[src/baser_rx_pkg.sv]
// 10GBASE-R receiver shared constants, block encodings and state types
package baser_rx_pkg;

    // datapath geometry
    localparam int DATA_W = 64;
    localparam int KEEP_W = 8;
    localparam int HDR_W = 2;

    // legal sync headers
    typedef enum logic [1:0] {
        SYNC_DATA = 2'b10,
        SYNC_CTRL = 2'b01
    } sync_e;

    // control block type field, lane 0 byte of a control block
    typedef enum logic [7:0] {
        BLOCK_TYPE_CTRL     = 8'h1e,
        BLOCK_TYPE_OS_4     = 8'h2d,
        BLOCK_TYPE_START_4  = 8'h33,
        BLOCK_TYPE_OS_START = 8'h66,
        BLOCK_TYPE_OS_04    = 8'h55,
        BLOCK_TYPE_START_0  = 8'h78,
        BLOCK_TYPE_OS_0     = 8'h4b,
        // terminate, n data bytes ahead of the T character
        BLOCK_TYPE_TERM_0   = 8'h87,
        BLOCK_TYPE_TERM_1   = 8'h99,
        BLOCK_TYPE_TERM_2   = 8'haa,
        BLOCK_TYPE_TERM_3   = 8'hb4,
        BLOCK_TYPE_TERM_4   = 8'hcc,
        BLOCK_TYPE_TERM_5   = 8'hd2,
        BLOCK_TYPE_TERM_6   = 8'he1,
        BLOCK_TYPE_TERM_7   = 8'hff
    } block_type_e;

    // meaning of a decoded block for the later stages
    typedef enum logic [2:0] {
        KIND_IDLE,
        KIND_START,
        KIND_DATA,
        KIND_TERM,
        KIND_ERROR
    } blk_kind_e;

    // framer FSM
    typedef enum logic [1:0] {
        IDLE,
        PAYLOAD,
        LAST
    } frame_state_e;

    // preamble bytes after the start character
    localparam logic [7:0] ETH_PRE = 8'h55;
    localparam logic [7:0] ETH_SFD = 8'hd5;

    // reflected 802.3 polynomial
    localparam logic [31:0] CRC_POLY = 32'hedb88320;

    // register contents after data plus a correct FCS
    localparam logic [31:0] CRC_RESIDUE = 32'hdebb20e3;

endpackage

[src/baser_rx_block_decode.sv]
// 10GBASE-R block decoder, classifies each 66-bit block and tracks frame boundaries
module baser_rx_block_decode
    import baser_rx_pkg::*;
(
    input  logic              clk,
    input  logic              rst,
    input  logic [DATA_W-1:0] rx_data,
    input  logic [HDR_W-1:0]  rx_hdr,
    output blk_kind_e         dec_kind,
    output logic [DATA_W-1:0] dec_data,
    output logic [KEEP_W-1:0] dec_keep,
    output logic              dec_preamble_ok,
    output logic              stat_err_bad_block
);

    logic              in_frame;
    logic              is_data;
    logic              is_ctrl;
    logic              type_ok;
    logic              type_start;
    logic              type_term;
    logic              is_start;
    logic              is_term;
    logic [2:0]        term_lane;
    logic [DATA_W-1:0] term_data;
    logic [KEEP_W-1:0] term_keep;
    logic              preamble_ok;
    blk_kind_e         kind_next;
    logic [DATA_W-1:0] data_next;
    logic [KEEP_W-1:0] keep_next;

    assign is_data = rx_hdr == SYNC_DATA;
    assign is_ctrl = rx_hdr == SYNC_CTRL;

    // block type legality, only meaningful with a control header
    always_comb begin
        type_ok = 1'b1;
        type_start = 1'b0;
        type_term = 1'b0;
        case (rx_data[7:0])
            BLOCK_TYPE_START_0: type_start = 1'b1;
            BLOCK_TYPE_TERM_0, BLOCK_TYPE_TERM_1, BLOCK_TYPE_TERM_2, BLOCK_TYPE_TERM_3,
            BLOCK_TYPE_TERM_4, BLOCK_TYPE_TERM_5, BLOCK_TYPE_TERM_6, BLOCK_TYPE_TERM_7:
                type_term = 1'b1;
            // legal, but not a frame boundary we keep
            BLOCK_TYPE_CTRL, BLOCK_TYPE_OS_4, BLOCK_TYPE_START_4,
            BLOCK_TYPE_OS_START, BLOCK_TYPE_OS_04, BLOCK_TYPE_OS_0:
                type_ok = 1'b1;
            default: type_ok = 1'b0;
        endcase
    end

    always_comb begin
        case (rx_data[7:0])
            BLOCK_TYPE_TERM_1: term_lane = 3'd1;
            BLOCK_TYPE_TERM_2: term_lane = 3'd2;
            BLOCK_TYPE_TERM_3: term_lane = 3'd3;
            BLOCK_TYPE_TERM_4: term_lane = 3'd4;
            BLOCK_TYPE_TERM_5: term_lane = 3'd5;
            BLOCK_TYPE_TERM_6: term_lane = 3'd6;
            BLOCK_TYPE_TERM_7: term_lane = 3'd7;
            default: term_lane = 3'd0;
        endcase
    end

    assign is_start = is_ctrl && type_start;
    assign is_term = is_ctrl && type_term;

    // terminate data sits in bytes 1 up, move it down to byte 0
    assign term_data = (rx_data >> 8) & ~({DATA_W{1'b1}} << (8 * term_lane));
    assign term_keep = ~({KEEP_W{1'b1}} << term_lane);

    assign preamble_ok = rx_data[55:8] == {6{ETH_PRE}} && rx_data[63:56] == ETH_SFD;

    always_comb begin
        if (!in_frame) begin
            kind_next = is_start ? KIND_START : KIND_IDLE;
        end else if (is_data) begin
            kind_next = KIND_DATA;
        end else if (is_term) begin
            kind_next = KIND_TERM;
        end else begin
            // idle, ordered set, second start or a bad block inside a frame
            kind_next = KIND_ERROR;
        end
    end

    always_comb begin
        keep_next = '0;
        data_next = rx_data;
        if (kind_next == KIND_DATA) begin
            keep_next = '1;
        end else if (kind_next == KIND_TERM) begin
            keep_next = term_keep;
            data_next = term_data;
        end
    end

    always_ff @(posedge clk) begin
        dec_data <= data_next;
        dec_keep <= keep_next;
        dec_preamble_ok <= preamble_ok;

        if (rst) begin
            in_frame <= 1'b0;
            dec_kind <= KIND_IDLE;
            stat_err_bad_block <= 1'b0;
        end else begin
            dec_kind <= kind_next;
            stat_err_bad_block <= !(is_data || (is_ctrl && type_ok));
            // any non-data block closes the frame, a start reopens it
            if (!is_data) begin
                in_frame <= is_start;
            end
        end
    end

endmodule

[src/baser_rx_crc.sv]
// 10GBASE-R receive CRC stage, runs the Ethernet CRC-32 over the valid bytes of each beat
module baser_rx_crc
    import baser_rx_pkg::*;
(
    input  logic              clk,
    input  logic              rst,
    input  blk_kind_e         dec_kind,
    input  logic [DATA_W-1:0] dec_data,
    input  logic [KEEP_W-1:0] dec_keep,
    input  logic              dec_preamble_ok,
    output blk_kind_e         crc_kind,
    output logic [DATA_W-1:0] crc_data,
    output logic [KEEP_W-1:0] crc_keep,
    output logic              crc_preamble_ok,
    output logic              crc_ok
);

    logic [31:0] crc_reg;
    logic [31:0] crc_next;

    // one byte through the reflected LFSR, lsb first
    function automatic logic [31:0] crc_byte(input logic [31:0] crc, input logic [7:0] din);
        logic [31:0] c;
        c = crc ^ {24'd0, din};
        for (int i = 0; i < 8; i++) begin
            if (c[0]) begin
                c = (c >> 1) ^ CRC_POLY;
            end else begin
                c = c >> 1;
            end
        end
        return c;
    endfunction

    // keep is contiguous from byte 0, so a running chain is enough
    always_comb begin
        crc_next = crc_reg;
        for (int n = 0; n < KEEP_W; n++) begin
            if (dec_keep[n]) begin
                crc_next = crc_byte(crc_next, dec_data[8*n +: 8]);
            end
        end
    end

    always_ff @(posedge clk) begin
        crc_data <= dec_data;
        crc_keep <= dec_keep;
        crc_preamble_ok <= dec_preamble_ok;

        if (rst) begin
            crc_reg <= '1;
            crc_kind <= KIND_IDLE;
            crc_ok <= 1'b0;
        end else begin
            crc_kind <= dec_kind;
            crc_ok <= dec_kind == KIND_TERM && crc_next == CRC_RESIDUE;
            if (dec_kind == KIND_START) begin
                crc_reg <= '1;
            end else begin
                crc_reg <= crc_next;
            end
        end
    end

endmodule

[src/baser_rx_framer.sv]
// 10GBASE-R receive framer, builds output beats and reports per-frame status
module baser_rx_framer
    import baser_rx_pkg::*;
#(
    parameter int LEN_W = 16
) (
    input  logic              clk,
    input  logic              rst,
    input  blk_kind_e         crc_kind,
    input  logic [DATA_W-1:0] crc_data,
    input  logic [KEEP_W-1:0] crc_keep,
    input  logic              crc_preamble_ok,
    input  logic              crc_ok,
    input  logic              cfg_rx_enable,
    input  logic [LEN_W-1:0]  cfg_rx_max_pkt_len,
    output logic [DATA_W-1:0] m_tdata,
    output logic [KEEP_W-1:0] m_tkeep,
    output logic              m_tvalid,
    output logic              m_tlast,
    output logic              m_tuser,
    output logic              stat_pkt_good,
    output logic              stat_pkt_bad,
    output logic              stat_err_bad_fcs,
    output logic              stat_err_oversize,
    output logic              stat_err_framing,
    output logic              stat_err_preamble,
    output logic [LEN_W-1:0]  stat_pkt_len
);

    frame_state_e      state;
    frame_state_e      state_next;
    logic [DATA_W-1:0] hold_data;
    logic [KEEP_W-1:0] hold_keep;
    logic              hold_valid;
    logic              pre_ok;
    logic              term_ok;
    logic [LEN_W-1:0]  len_reg;
    logic [LEN_W-1:0]  len_next;
    logic [LEN_W:0]    len_sum;
    logic [3:0]        beat_bytes;

    logic              emit;
    logic              emit_last;
    logic              load_hold;
    logic              close;
    logic              close_framing;
    logic              close_fcs_ok;
    logic [LEN_W-1:0]  close_len;
    logic              close_oversize;
    logic              close_bad;

    // saturating byte count
    assign beat_bytes = 4'($countones(crc_keep));
    assign len_sum = {1'b0, len_reg} + (LEN_W + 1)'(beat_bytes);
    assign len_next = len_sum[LEN_W] ? '1 : len_sum[LEN_W-1:0];

    always_comb begin
        state_next = state;
        emit = 1'b0;
        emit_last = 1'b0;
        load_hold = 1'b0;
        close = 1'b0;
        close_framing = 1'b0;
        close_fcs_ok = 1'b1;
        close_len = len_next;
        case (state)
            IDLE: begin
                if (crc_kind == KIND_START && cfg_rx_enable) begin
                    state_next = PAYLOAD;
                end
            end
            PAYLOAD: begin
                emit = hold_valid;
                case (crc_kind)
                    KIND_DATA: load_hold = 1'b1;
                    KIND_TERM: begin
                        if (crc_keep == '0) begin
                            // lane 0 terminate, held beat is the last one
                            emit_last = 1'b1;
                            close = 1'b1;
                            close_fcs_ok = crc_ok;
                            state_next = IDLE;
                        end else begin
                            load_hold = 1'b1;
                            state_next = LAST;
                        end
                    end
                    default: begin
                        emit_last = 1'b1;
                        close = 1'b1;
                        close_framing = 1'b1;
                        state_next = IDLE;
                    end
                endcase
            end
            LAST: begin
                // partial terminate beat, anything arriving now is dropped
                emit = hold_valid;
                emit_last = 1'b1;
                close = 1'b1;
                close_fcs_ok = term_ok;
                close_len = len_reg;
                state_next = IDLE;
            end
            default: state_next = IDLE;
        endcase
    end

    assign close_oversize = close_len > cfg_rx_max_pkt_len;
    assign close_bad = close_framing || !close_fcs_ok || close_oversize;

    always_ff @(posedge clk) begin
        m_tdata <= hold_data;
        m_tkeep <= hold_keep;
        term_ok <= crc_ok;
        if (load_hold) begin
            hold_data <= crc_data;
            hold_keep <= crc_keep;
        end
        if (state == IDLE) begin
            len_reg <= '0;
            pre_ok <= crc_preamble_ok;
        end else begin
            len_reg <= len_next;
        end

        if (rst) begin
            state <= IDLE;
            hold_valid <= 1'b0;
            m_tvalid <= 1'b0;
            m_tlast <= 1'b0;
            m_tuser <= 1'b0;
            stat_pkt_good <= 1'b0;
            stat_pkt_bad <= 1'b0;
            stat_err_bad_fcs <= 1'b0;
            stat_err_oversize <= 1'b0;
            stat_err_framing <= 1'b0;
            stat_err_preamble <= 1'b0;
            stat_pkt_len <= '0;
        end else begin
            state <= state_next;
            // every payload cycle either refills or drains the hold slot
            hold_valid <= load_hold;
            m_tvalid <= emit;
            m_tlast <= emit && emit_last;
            m_tuser <= emit && emit_last && close_bad;
            stat_pkt_good <= close && !close_bad;
            stat_pkt_bad <= close && close_bad;
            stat_err_bad_fcs <= close && !close_fcs_ok;
            stat_err_oversize <= close && close_oversize;
            stat_err_framing <= close && close_framing;
            stat_err_preamble <= close && !pre_ok;
            stat_pkt_len <= close ? close_len : '0;
        end
    end

endmodule

[src/baser_rx_top.sv]
// 10GBASE-R frame receiver top, chains block decode, CRC check and framer
module baser_rx_top
    import baser_rx_pkg::*;
#(
    parameter int LEN_W = 16
) (
    input  logic              clk,
    input  logic              rst,
    input  logic [DATA_W-1:0] rx_data,
    input  logic [HDR_W-1:0]  rx_hdr,
    input  logic              cfg_rx_enable,
    input  logic [LEN_W-1:0]  cfg_rx_max_pkt_len,
    output logic [DATA_W-1:0] m_tdata,
    output logic [KEEP_W-1:0] m_tkeep,
    output logic              m_tvalid,
    output logic              m_tlast,
    output logic              m_tuser,
    output logic              stat_pkt_good,
    output logic              stat_pkt_bad,
    output logic              stat_err_bad_fcs,
    output logic              stat_err_oversize,
    output logic              stat_err_framing,
    output logic              stat_err_preamble,
    output logic              stat_err_bad_block,
    output logic [LEN_W-1:0]  stat_pkt_len
);

    blk_kind_e         dec_kind;
    logic [DATA_W-1:0] dec_data;
    logic [KEEP_W-1:0] dec_keep;
    logic              dec_preamble_ok;

    blk_kind_e         crc_kind;
    logic [DATA_W-1:0] crc_data;
    logic [KEEP_W-1:0] crc_keep;
    logic              crc_preamble_ok;
    logic              crc_ok;

    baser_rx_block_decode u_decode (
        .clk                (clk),
        .rst                (rst),
        .rx_data            (rx_data),
        .rx_hdr             (rx_hdr),
        .dec_kind           (dec_kind),
        .dec_data           (dec_data),
        .dec_keep           (dec_keep),
        .dec_preamble_ok    (dec_preamble_ok),
        .stat_err_bad_block (stat_err_bad_block)
    );

    baser_rx_crc u_crc (
        .clk             (clk),
        .rst             (rst),
        .dec_kind        (dec_kind),
        .dec_data        (dec_data),
        .dec_keep        (dec_keep),
        .dec_preamble_ok (dec_preamble_ok),
        .crc_kind        (crc_kind),
        .crc_data        (crc_data),
        .crc_keep        (crc_keep),
        .crc_preamble_ok (crc_preamble_ok),
        .crc_ok          (crc_ok)
    );

    baser_rx_framer #(
        .LEN_W (LEN_W)
    ) u_framer (
        .clk                (clk),
        .rst                (rst),
        .crc_kind           (crc_kind),
        .crc_data           (crc_data),
        .crc_keep           (crc_keep),
        .crc_preamble_ok    (crc_preamble_ok),
        .crc_ok             (crc_ok),
        .cfg_rx_enable      (cfg_rx_enable),
        .cfg_rx_max_pkt_len (cfg_rx_max_pkt_len),
        .m_tdata            (m_tdata),
        .m_tkeep            (m_tkeep),
        .m_tvalid           (m_tvalid),
        .m_tlast            (m_tlast),
        .m_tuser            (m_tuser),
        .stat_pkt_good      (stat_pkt_good),
        .stat_pkt_bad       (stat_pkt_bad),
        .stat_err_bad_fcs   (stat_err_bad_fcs),
        .stat_err_oversize  (stat_err_oversize),
        .stat_err_framing   (stat_err_framing),
        .stat_err_preamble  (stat_err_preamble),
        .stat_pkt_len       (stat_pkt_len)
    );

endmodule

[config.mk]
export PLATFORM = sky130hd
export DESIGN_NAME = baser_rx_top
export DESIGN_NICKNAME = d
export VERILOG_FILES = /design/src/baser_rx_pkg.sv /design/src/baser_rx_block_decode.sv /design/src/baser_rx_crc.sv /design/src/baser_rx_framer.sv /design/src/baser_rx_top.sv
export SDC_FILE = /design/constraint.sdc
export NUM_CORES = 1
export LEC_CHECK = 0
export CAP_MARGIN = 0
export CORE_MARGIN = 5
export CORE_UTILIZATION = 70
export CTS_BUF_LIST = sky130_fd_sc_hd__clkbuf_4 sky130_fd_sc_hd__clkbuf_8 sky130_fd_sc_hd__clkbuf_16
export DETAILED_ROUTE_END_ITERATION = 8
export DONT_BUFFER_PORTS = 1
export PLACE_DENSITY = 0.86
export SLEW_MARGIN = 10
export SYNTH_ARGS = -nofsm -noshare
export SYNTH_HDL_FRONTEND = slang
export SYNTH_SLANG_ARGS = --single-unit
export TNS_END_PERCENT = 20
[constraint.sdc]
create_clock -name clk -period 21 [get_ports clk]
set_clock_uncertainty 0.2 [all_clocks]
set_input_delay 6.3 -clock clk [delete_from_list [all_inputs] [get_ports clk]]
set_output_delay 6.3 -clock clk [all_outputs]
set_load 0.02 [all_outputs]
* After elaboration in Yosys (flattened, before gate mapping)
Index checks and enable logic that the tools add are counted.
** Cells by class
- $add $sub $neg :: 8
- Multiplexer cells :: 157
- Equality and inequality tests :: 31
- Reductions and logical operators :: 30
- Bitwise gates (word level) :: 76
- $lt $le $gt $ge :: 1
- Shift-type cells :: 2
** Operator list (number)
- 2-to-1 mux 32 bit :: 128
- inverter 13 -> 14 bit :: 64
- XOR 32 x 8 -> 32 bit :: 8
- 2-to-1 mux 64 bit :: 2
- equality test 8 bit, second input constant :: 9
- bitwise AND 56 x 64 -> 64 bit :: 1
- inverter 64 bit :: 1
- << shifter 64 x 6 -> 64 bit, first input constant :: 1
- equality test 48 x 47 -> 1 bit, second input constant :: 1
- equality test 32 bit, second input constant :: 1
- equality test 8 x 7 -> 1 bit, second input constant :: 4
- 2-to-1 mux 16 bit :: 2
- case mux 3 bit (7 select lines) :: 1
- adder 16 x 4 -> 17 bit :: 1
- equality test 8 x 6 -> 1 bit, second input constant :: 2
- > comparator 16 bit :: 1
- equality test 3 x 2 -> 1 bit, second input constant :: 5
- OR reduction 15 bit :: 1
- logical AND 1 bit :: 14
- adder 4 bit :: 3
- 2-to-1 mux 1 bit :: 12
- 2-to-1 mux 3 bit :: 3
- adder 1 x 1 -> 2 bit :: 4
- equality test 8 x 5 -> 1 bit, second input constant :: 1
- 19 further kinds :: 35
** Word-level totals
- Output and inout bits :: 98
- Register bits :: 377

* Longest topological paths before layout
- Depth after elaboration :: 202
- Gate-level depth with buffers :: 37

* Cells and area by module
A second synthesis with hierarchy kept.
** Second synthesis, totals
- Cells, all modules :: 2327
- Area total of the unflattened synthesis :: 24701.2 um^2
** By module, submodules not included
- baser_rx_crc :: cells each 1583, area an instance 15112.0 um^2, seq. area each 2182.1 um^2, times used 1
- baser_rx_framer :: cells each 463, area an instance 6458.7 um^2, seq. area each 4534.3 um^2, times used 1
- baser_rx_block_decode :: cells each 281, area an instance 3130.5 um^2, seq. area each 1561.5 um^2, times used 1

* Least setup slack after synthesis
OpenSTA, ideal clock, no wires.
- Path kind :: reg-to-reg
- From :: register u_decode.dec_data[3]
- To :: register u_crc.crc_ok
- Cell stages (with the launch flop) :: 32
- Path buffers :: 2
- Setup time :: 0.088 ns
- Clock period less this slack :: 9.867 ns
- Arrival :: 9.580 ns
- Path slack :: 11.133 ns
- Data required time :: 20.712 ns
- Cells stage by stage :: dfxtp_1 > xnor2_4 > xor3_1 > mux2_2 > xor2_1 > xnor2_1 > xnor3_1 > o211a_1 > or3_1 > nand4_1 > a31oi_4 > xnor2_1 > mux2_2 > or4_1 > buf_4 > xnor3_1 > or3_1 > a31oi_4 > xnor3_1 > xnor3_1 > mux2_4 > xor2_2 > xnor3_1 > or3b_1 > and4_1 > buf_2 > xnor2_1 > xor3_2 > xnor2_1 > a2111oi_0 > nand4_1 > nor4_2
** Between the ends
- Longest elaborated chain between the ends :: 164
- Elaborated cells on any way between the ends :: 198
** Ends and longest elaborated chain
- start, declared :: RTL line baser_rx_block_decode.sv:10 : output logic [DATA_W-1:0] dec_data,
- start signal, assigned :: RTL line baser_rx_block_decode.sv:100 : dec_data <= data_next;
- XOR 32 x 8 -> 32 bit * :: RTL line baser_rx_crc.sv:24 : c = crc ^ {24'd0, din};
- 2-to-1 mux 32 bit * :: RTL line baser_rx_crc.sv:26 : if (c[0]) begin
- 2-to-1 mux 32 bit * :: RTL line baser_rx_crc.sv:39 : if (dec_keep[n]) begin
- 2-to-1 mux 32 bit * :: RTL line baser_rx_crc.sv:26
- 2-to-1 mux 32 bit * :: RTL line baser_rx_crc.sv:39
- 2-to-1 mux 32 bit * :: RTL line baser_rx_crc.sv:26
- 2-to-1 mux 32 bit * :: RTL line baser_rx_crc.sv:39
- 2-to-1 mux 32 bit * :: RTL line baser_rx_crc.sv:26
- [148 not listed]
- 2-to-1 mux 32 bit :: RTL line baser_rx_crc.sv:26
- 2-to-1 mux 32 bit :: RTL line baser_rx_crc.sv:39
- 2-to-1 mux 32 bit :: RTL line baser_rx_crc.sv:26
- 2-to-1 mux 32 bit :: RTL line baser_rx_crc.sv:39
- 2-to-1 mux 32 bit :: RTL line baser_rx_crc.sv:26
- 2-to-1 mux 32 bit * :: RTL line baser_rx_crc.sv:39
- equality test 32 bit * :: RTL line baser_rx_crc.sv:56 : crc_ok <= dec_kind == KIND_TERM && crc_next == CRC_RESIDUE;
- logical AND 1 bit * :: RTL line baser_rx_crc.sv:56
- end signal, assigned :: RTL line baser_rx_crc.sv:53 : crc_ok <= 1'b0;
- end signal, assigned :: RTL line baser_rx_crc.sv:56
- end, declared :: RTL line baser_rx_crc.sv:15 : output logic crc_ok
Mark *: on every way between the ends. The rest lies on a longest branch, timed or not. The select of a mux whose other input is x is not followed.
A chain may end at the register's enable or synchronous reset.

* Final worst setup path
Ends and elaborated chain as after synthesis.

==> impl_metrics.tcl <==
set metrics [dict create \
    fin_area_um2 26000 \
    postCtsSetupBuffers 0 \
    path_clk_slew_ns 0.07 \
    hold_buffers 0 \
    cts_tree "yes" \
    die_h_um 196 \
    ys_types 112 \
    worst_setup_path_start_kind "register" \
    slew_violations 0 \
    cts_resized 0 \
    drcViolationCount 0 \
    grt_pass1_vias 18800 \
    setup_slack_ns 8.78 \
    routabilityCongestion 1.01 \
    cts_made_buffers 39 \
    antenna_found_initial 5 \
    hp-class "reg2reg" \
    dp_cells 2770 \
    start_util 0.706 \
    placed_area_um2 24600 \
    cts_root_buf "clkbuf_16" \
    powerDensity_nw_per_um2 71.6 \
    grt_pass1_wl_um 117000 \
    critical_path_arrival_ns 12.51 \
    syn_area_per_cell_um2 10.1 \
    grt_max_degree 78 \
    core-area_um2 34500 \
    p_total_mw 1.86 \
    synth_top_family_by_area "XOR/XNOR gates" \
    synthCells 2407 \
    fin_cells 2843 \
    synth_nets 2531 \
    synthAdderAreaFrac 0.0216 \
    syn_area_um2 24300 \
    fp.dieArea_um2 38600 \
    ys_ff_latch 377 \
    drt_pass1_iterations 5 \
    cp-end-kind "register" \
    place_hpwl_um 59600 \
    synthToLayoutAreaGrowth_pct 6.73 \
    yosysSeqAreaShare 0.340 \
    hold_slack_ns 0.137 \
    clock-sinks 377 \
    synth-xor-area-share 0.256 \
    grt_overflow 0 \
    finalCritPeriodShare 0.582 \
    fin_crit_ns 12.22 \
    via_count 19800 \
    grt_usage 0.396 \
    slowest_stage "or4_1" \
    synthMuxAreaShare 0.0640 \
    crit_required_ns 21.29 \
    setup_viol 0 \
    pre_cts_ws_ns 9.33 \
    yosys.area_share.simple 0.145 \
    routedWlPerCell_um 27.9 \
    rows 68 \
    synthFlopType "dfxtp_1" \
    max_freq_mhz 81.8 \
    crit_path_max_fanout 9 \
    via_per_inst 6.98 \
    hold_violations 0 \
    num-nets-final 2480 \
    htree_levels 2 \
    crit_type "reg2reg" \
    synthArstFlopShare 0 \
    cap_viol_max_count 0 \
    die_x_um 196 \
    rsz0062_at_grt "no" \
    num_io_pins 183 \
    critPathTopFamily "XOR/XNOR gates" \
    path_buf_inv 0 \
    tns_ns 0 \
    path_common_cell "xnor2_1" \
    tightest_slew_ns 1.17 \
    worst_path_largest_cell_delay_ns 0.75 \
    synth_edf_count 73 \
    synth_compound_area_frac 0.147 \
    slew-limit-headroom 0.223 \
    antenna_left 0 \
    ys_warn_count 0 \
    final_core_util 0.754 \
    numPortBuffers 0 \
    cts.path.max_buffers 3 \
    max-vdd-ir-drop_mv 0.0839 \
    routed_wl_um 79400 \
    dr.first_iter.drc_count 2749 \
    leakagePower_nw 10.3 \
    outcome "complete, no violations" \
    drive_gt1_frac 0.0922 \
    insertion_delay_ns 0.58 \
]
==> Yosys cell counts, types with 40 or more instances <==
| cell type | instances | area, µm² |
|---|---|---|
| nor3_1 | 41 | 205 |
| xnor3_1 | 87 | 1960 |
| inv_1 | 56 | 210 |
| o21ai_0 | 88 | 440 |
| xor2_1 | 97 | 850 |
| xnor2_1 | 271 | 2370 |
| a22o_1 | 40 | 350 |
| a21oi_1 | 116 | 581 |
| nor2_1 | 183 | 687 |
| mux2i_1 | 110 | 1100 |
| dfxtp_1 | 304 | 6090 |
| edfxtp_1 | 73 | 2190 |
| nand2_1 | 153 | 574 |
| clkbuf_1 | 86 | 323 |
==> cell type report <==
class                           count  area, µm²
Fill cell                        2246       8480
Timing Repair Buffer               15        113
Clock inverter                     30        350
Multi-Input combinational cell   1862      15400
Inverter                           61        229
Clock buffer                       41       1000
Sequential cell                   377       8290
Antenna cell                        2       5.00
Tap cell                          455        569
==> metal layers <==
metal / GRT usage / vias to the layer above / wire length [µm]
met2: 0.608 / 1461 / 35000
met1: 0.531 / 9518 / 30300
met5: 0 / - / 42
met3: 0.114 / 327 / 9950
met4: 0.165 / 8 / 4110
li1: - / 8533 / -
==> power breakdown <==
group | internal, mW | switching (mW) | total, mW
Combinational | 0.162 | 0.187 | 0.350
Clock | 0.427 | 0.311 | 0.738
Sequential | 0.754 | 0.0199 | 0.773
==> placed cells by master (no fill, tap or decap), types with 73 or more instances in the layout <==
master,instances
nor2_1,183
o21ai_0,87
edfxtp_1,73
xor2_1,97
dfxtp_1,296
nand2_1,152
a21oi_1,116
xnor2_1,271
xnor3_1,87
mux2i_1,110
==> logic make-up (layout without fill, tap and decap cells) <==
family,count (synthesis),after routing
buffers and inverters,168,147
adder cells (fa/ha/maj),39,39
flip-flops,377,377
XOR/XNOR,504,504
AO/OA/AOI/OAI,498,498
multiplexers,144,144
AND/OR/NAND/NOR,677,677
other,0,2
==> final timing paths <==
kind / cells past startpoint / start / to / slack (ns)
worst max-delay path: 28 / u_decode.dec_data[3] / u_crc.crc_ok / 8.78
worst max register to register: 28 / u_decode.dec_data[3] / u_crc.crc_ok / 8.78
worst min register to register: 0 / u_framer.hold_data[61] / u_framer.m_tdata[61] / 0.14
worst min-delay path: 0 / u_framer.hold_data[61] / u_framer.m_tdata[61] / 0.14
Power figures use the tool's default switching activity.
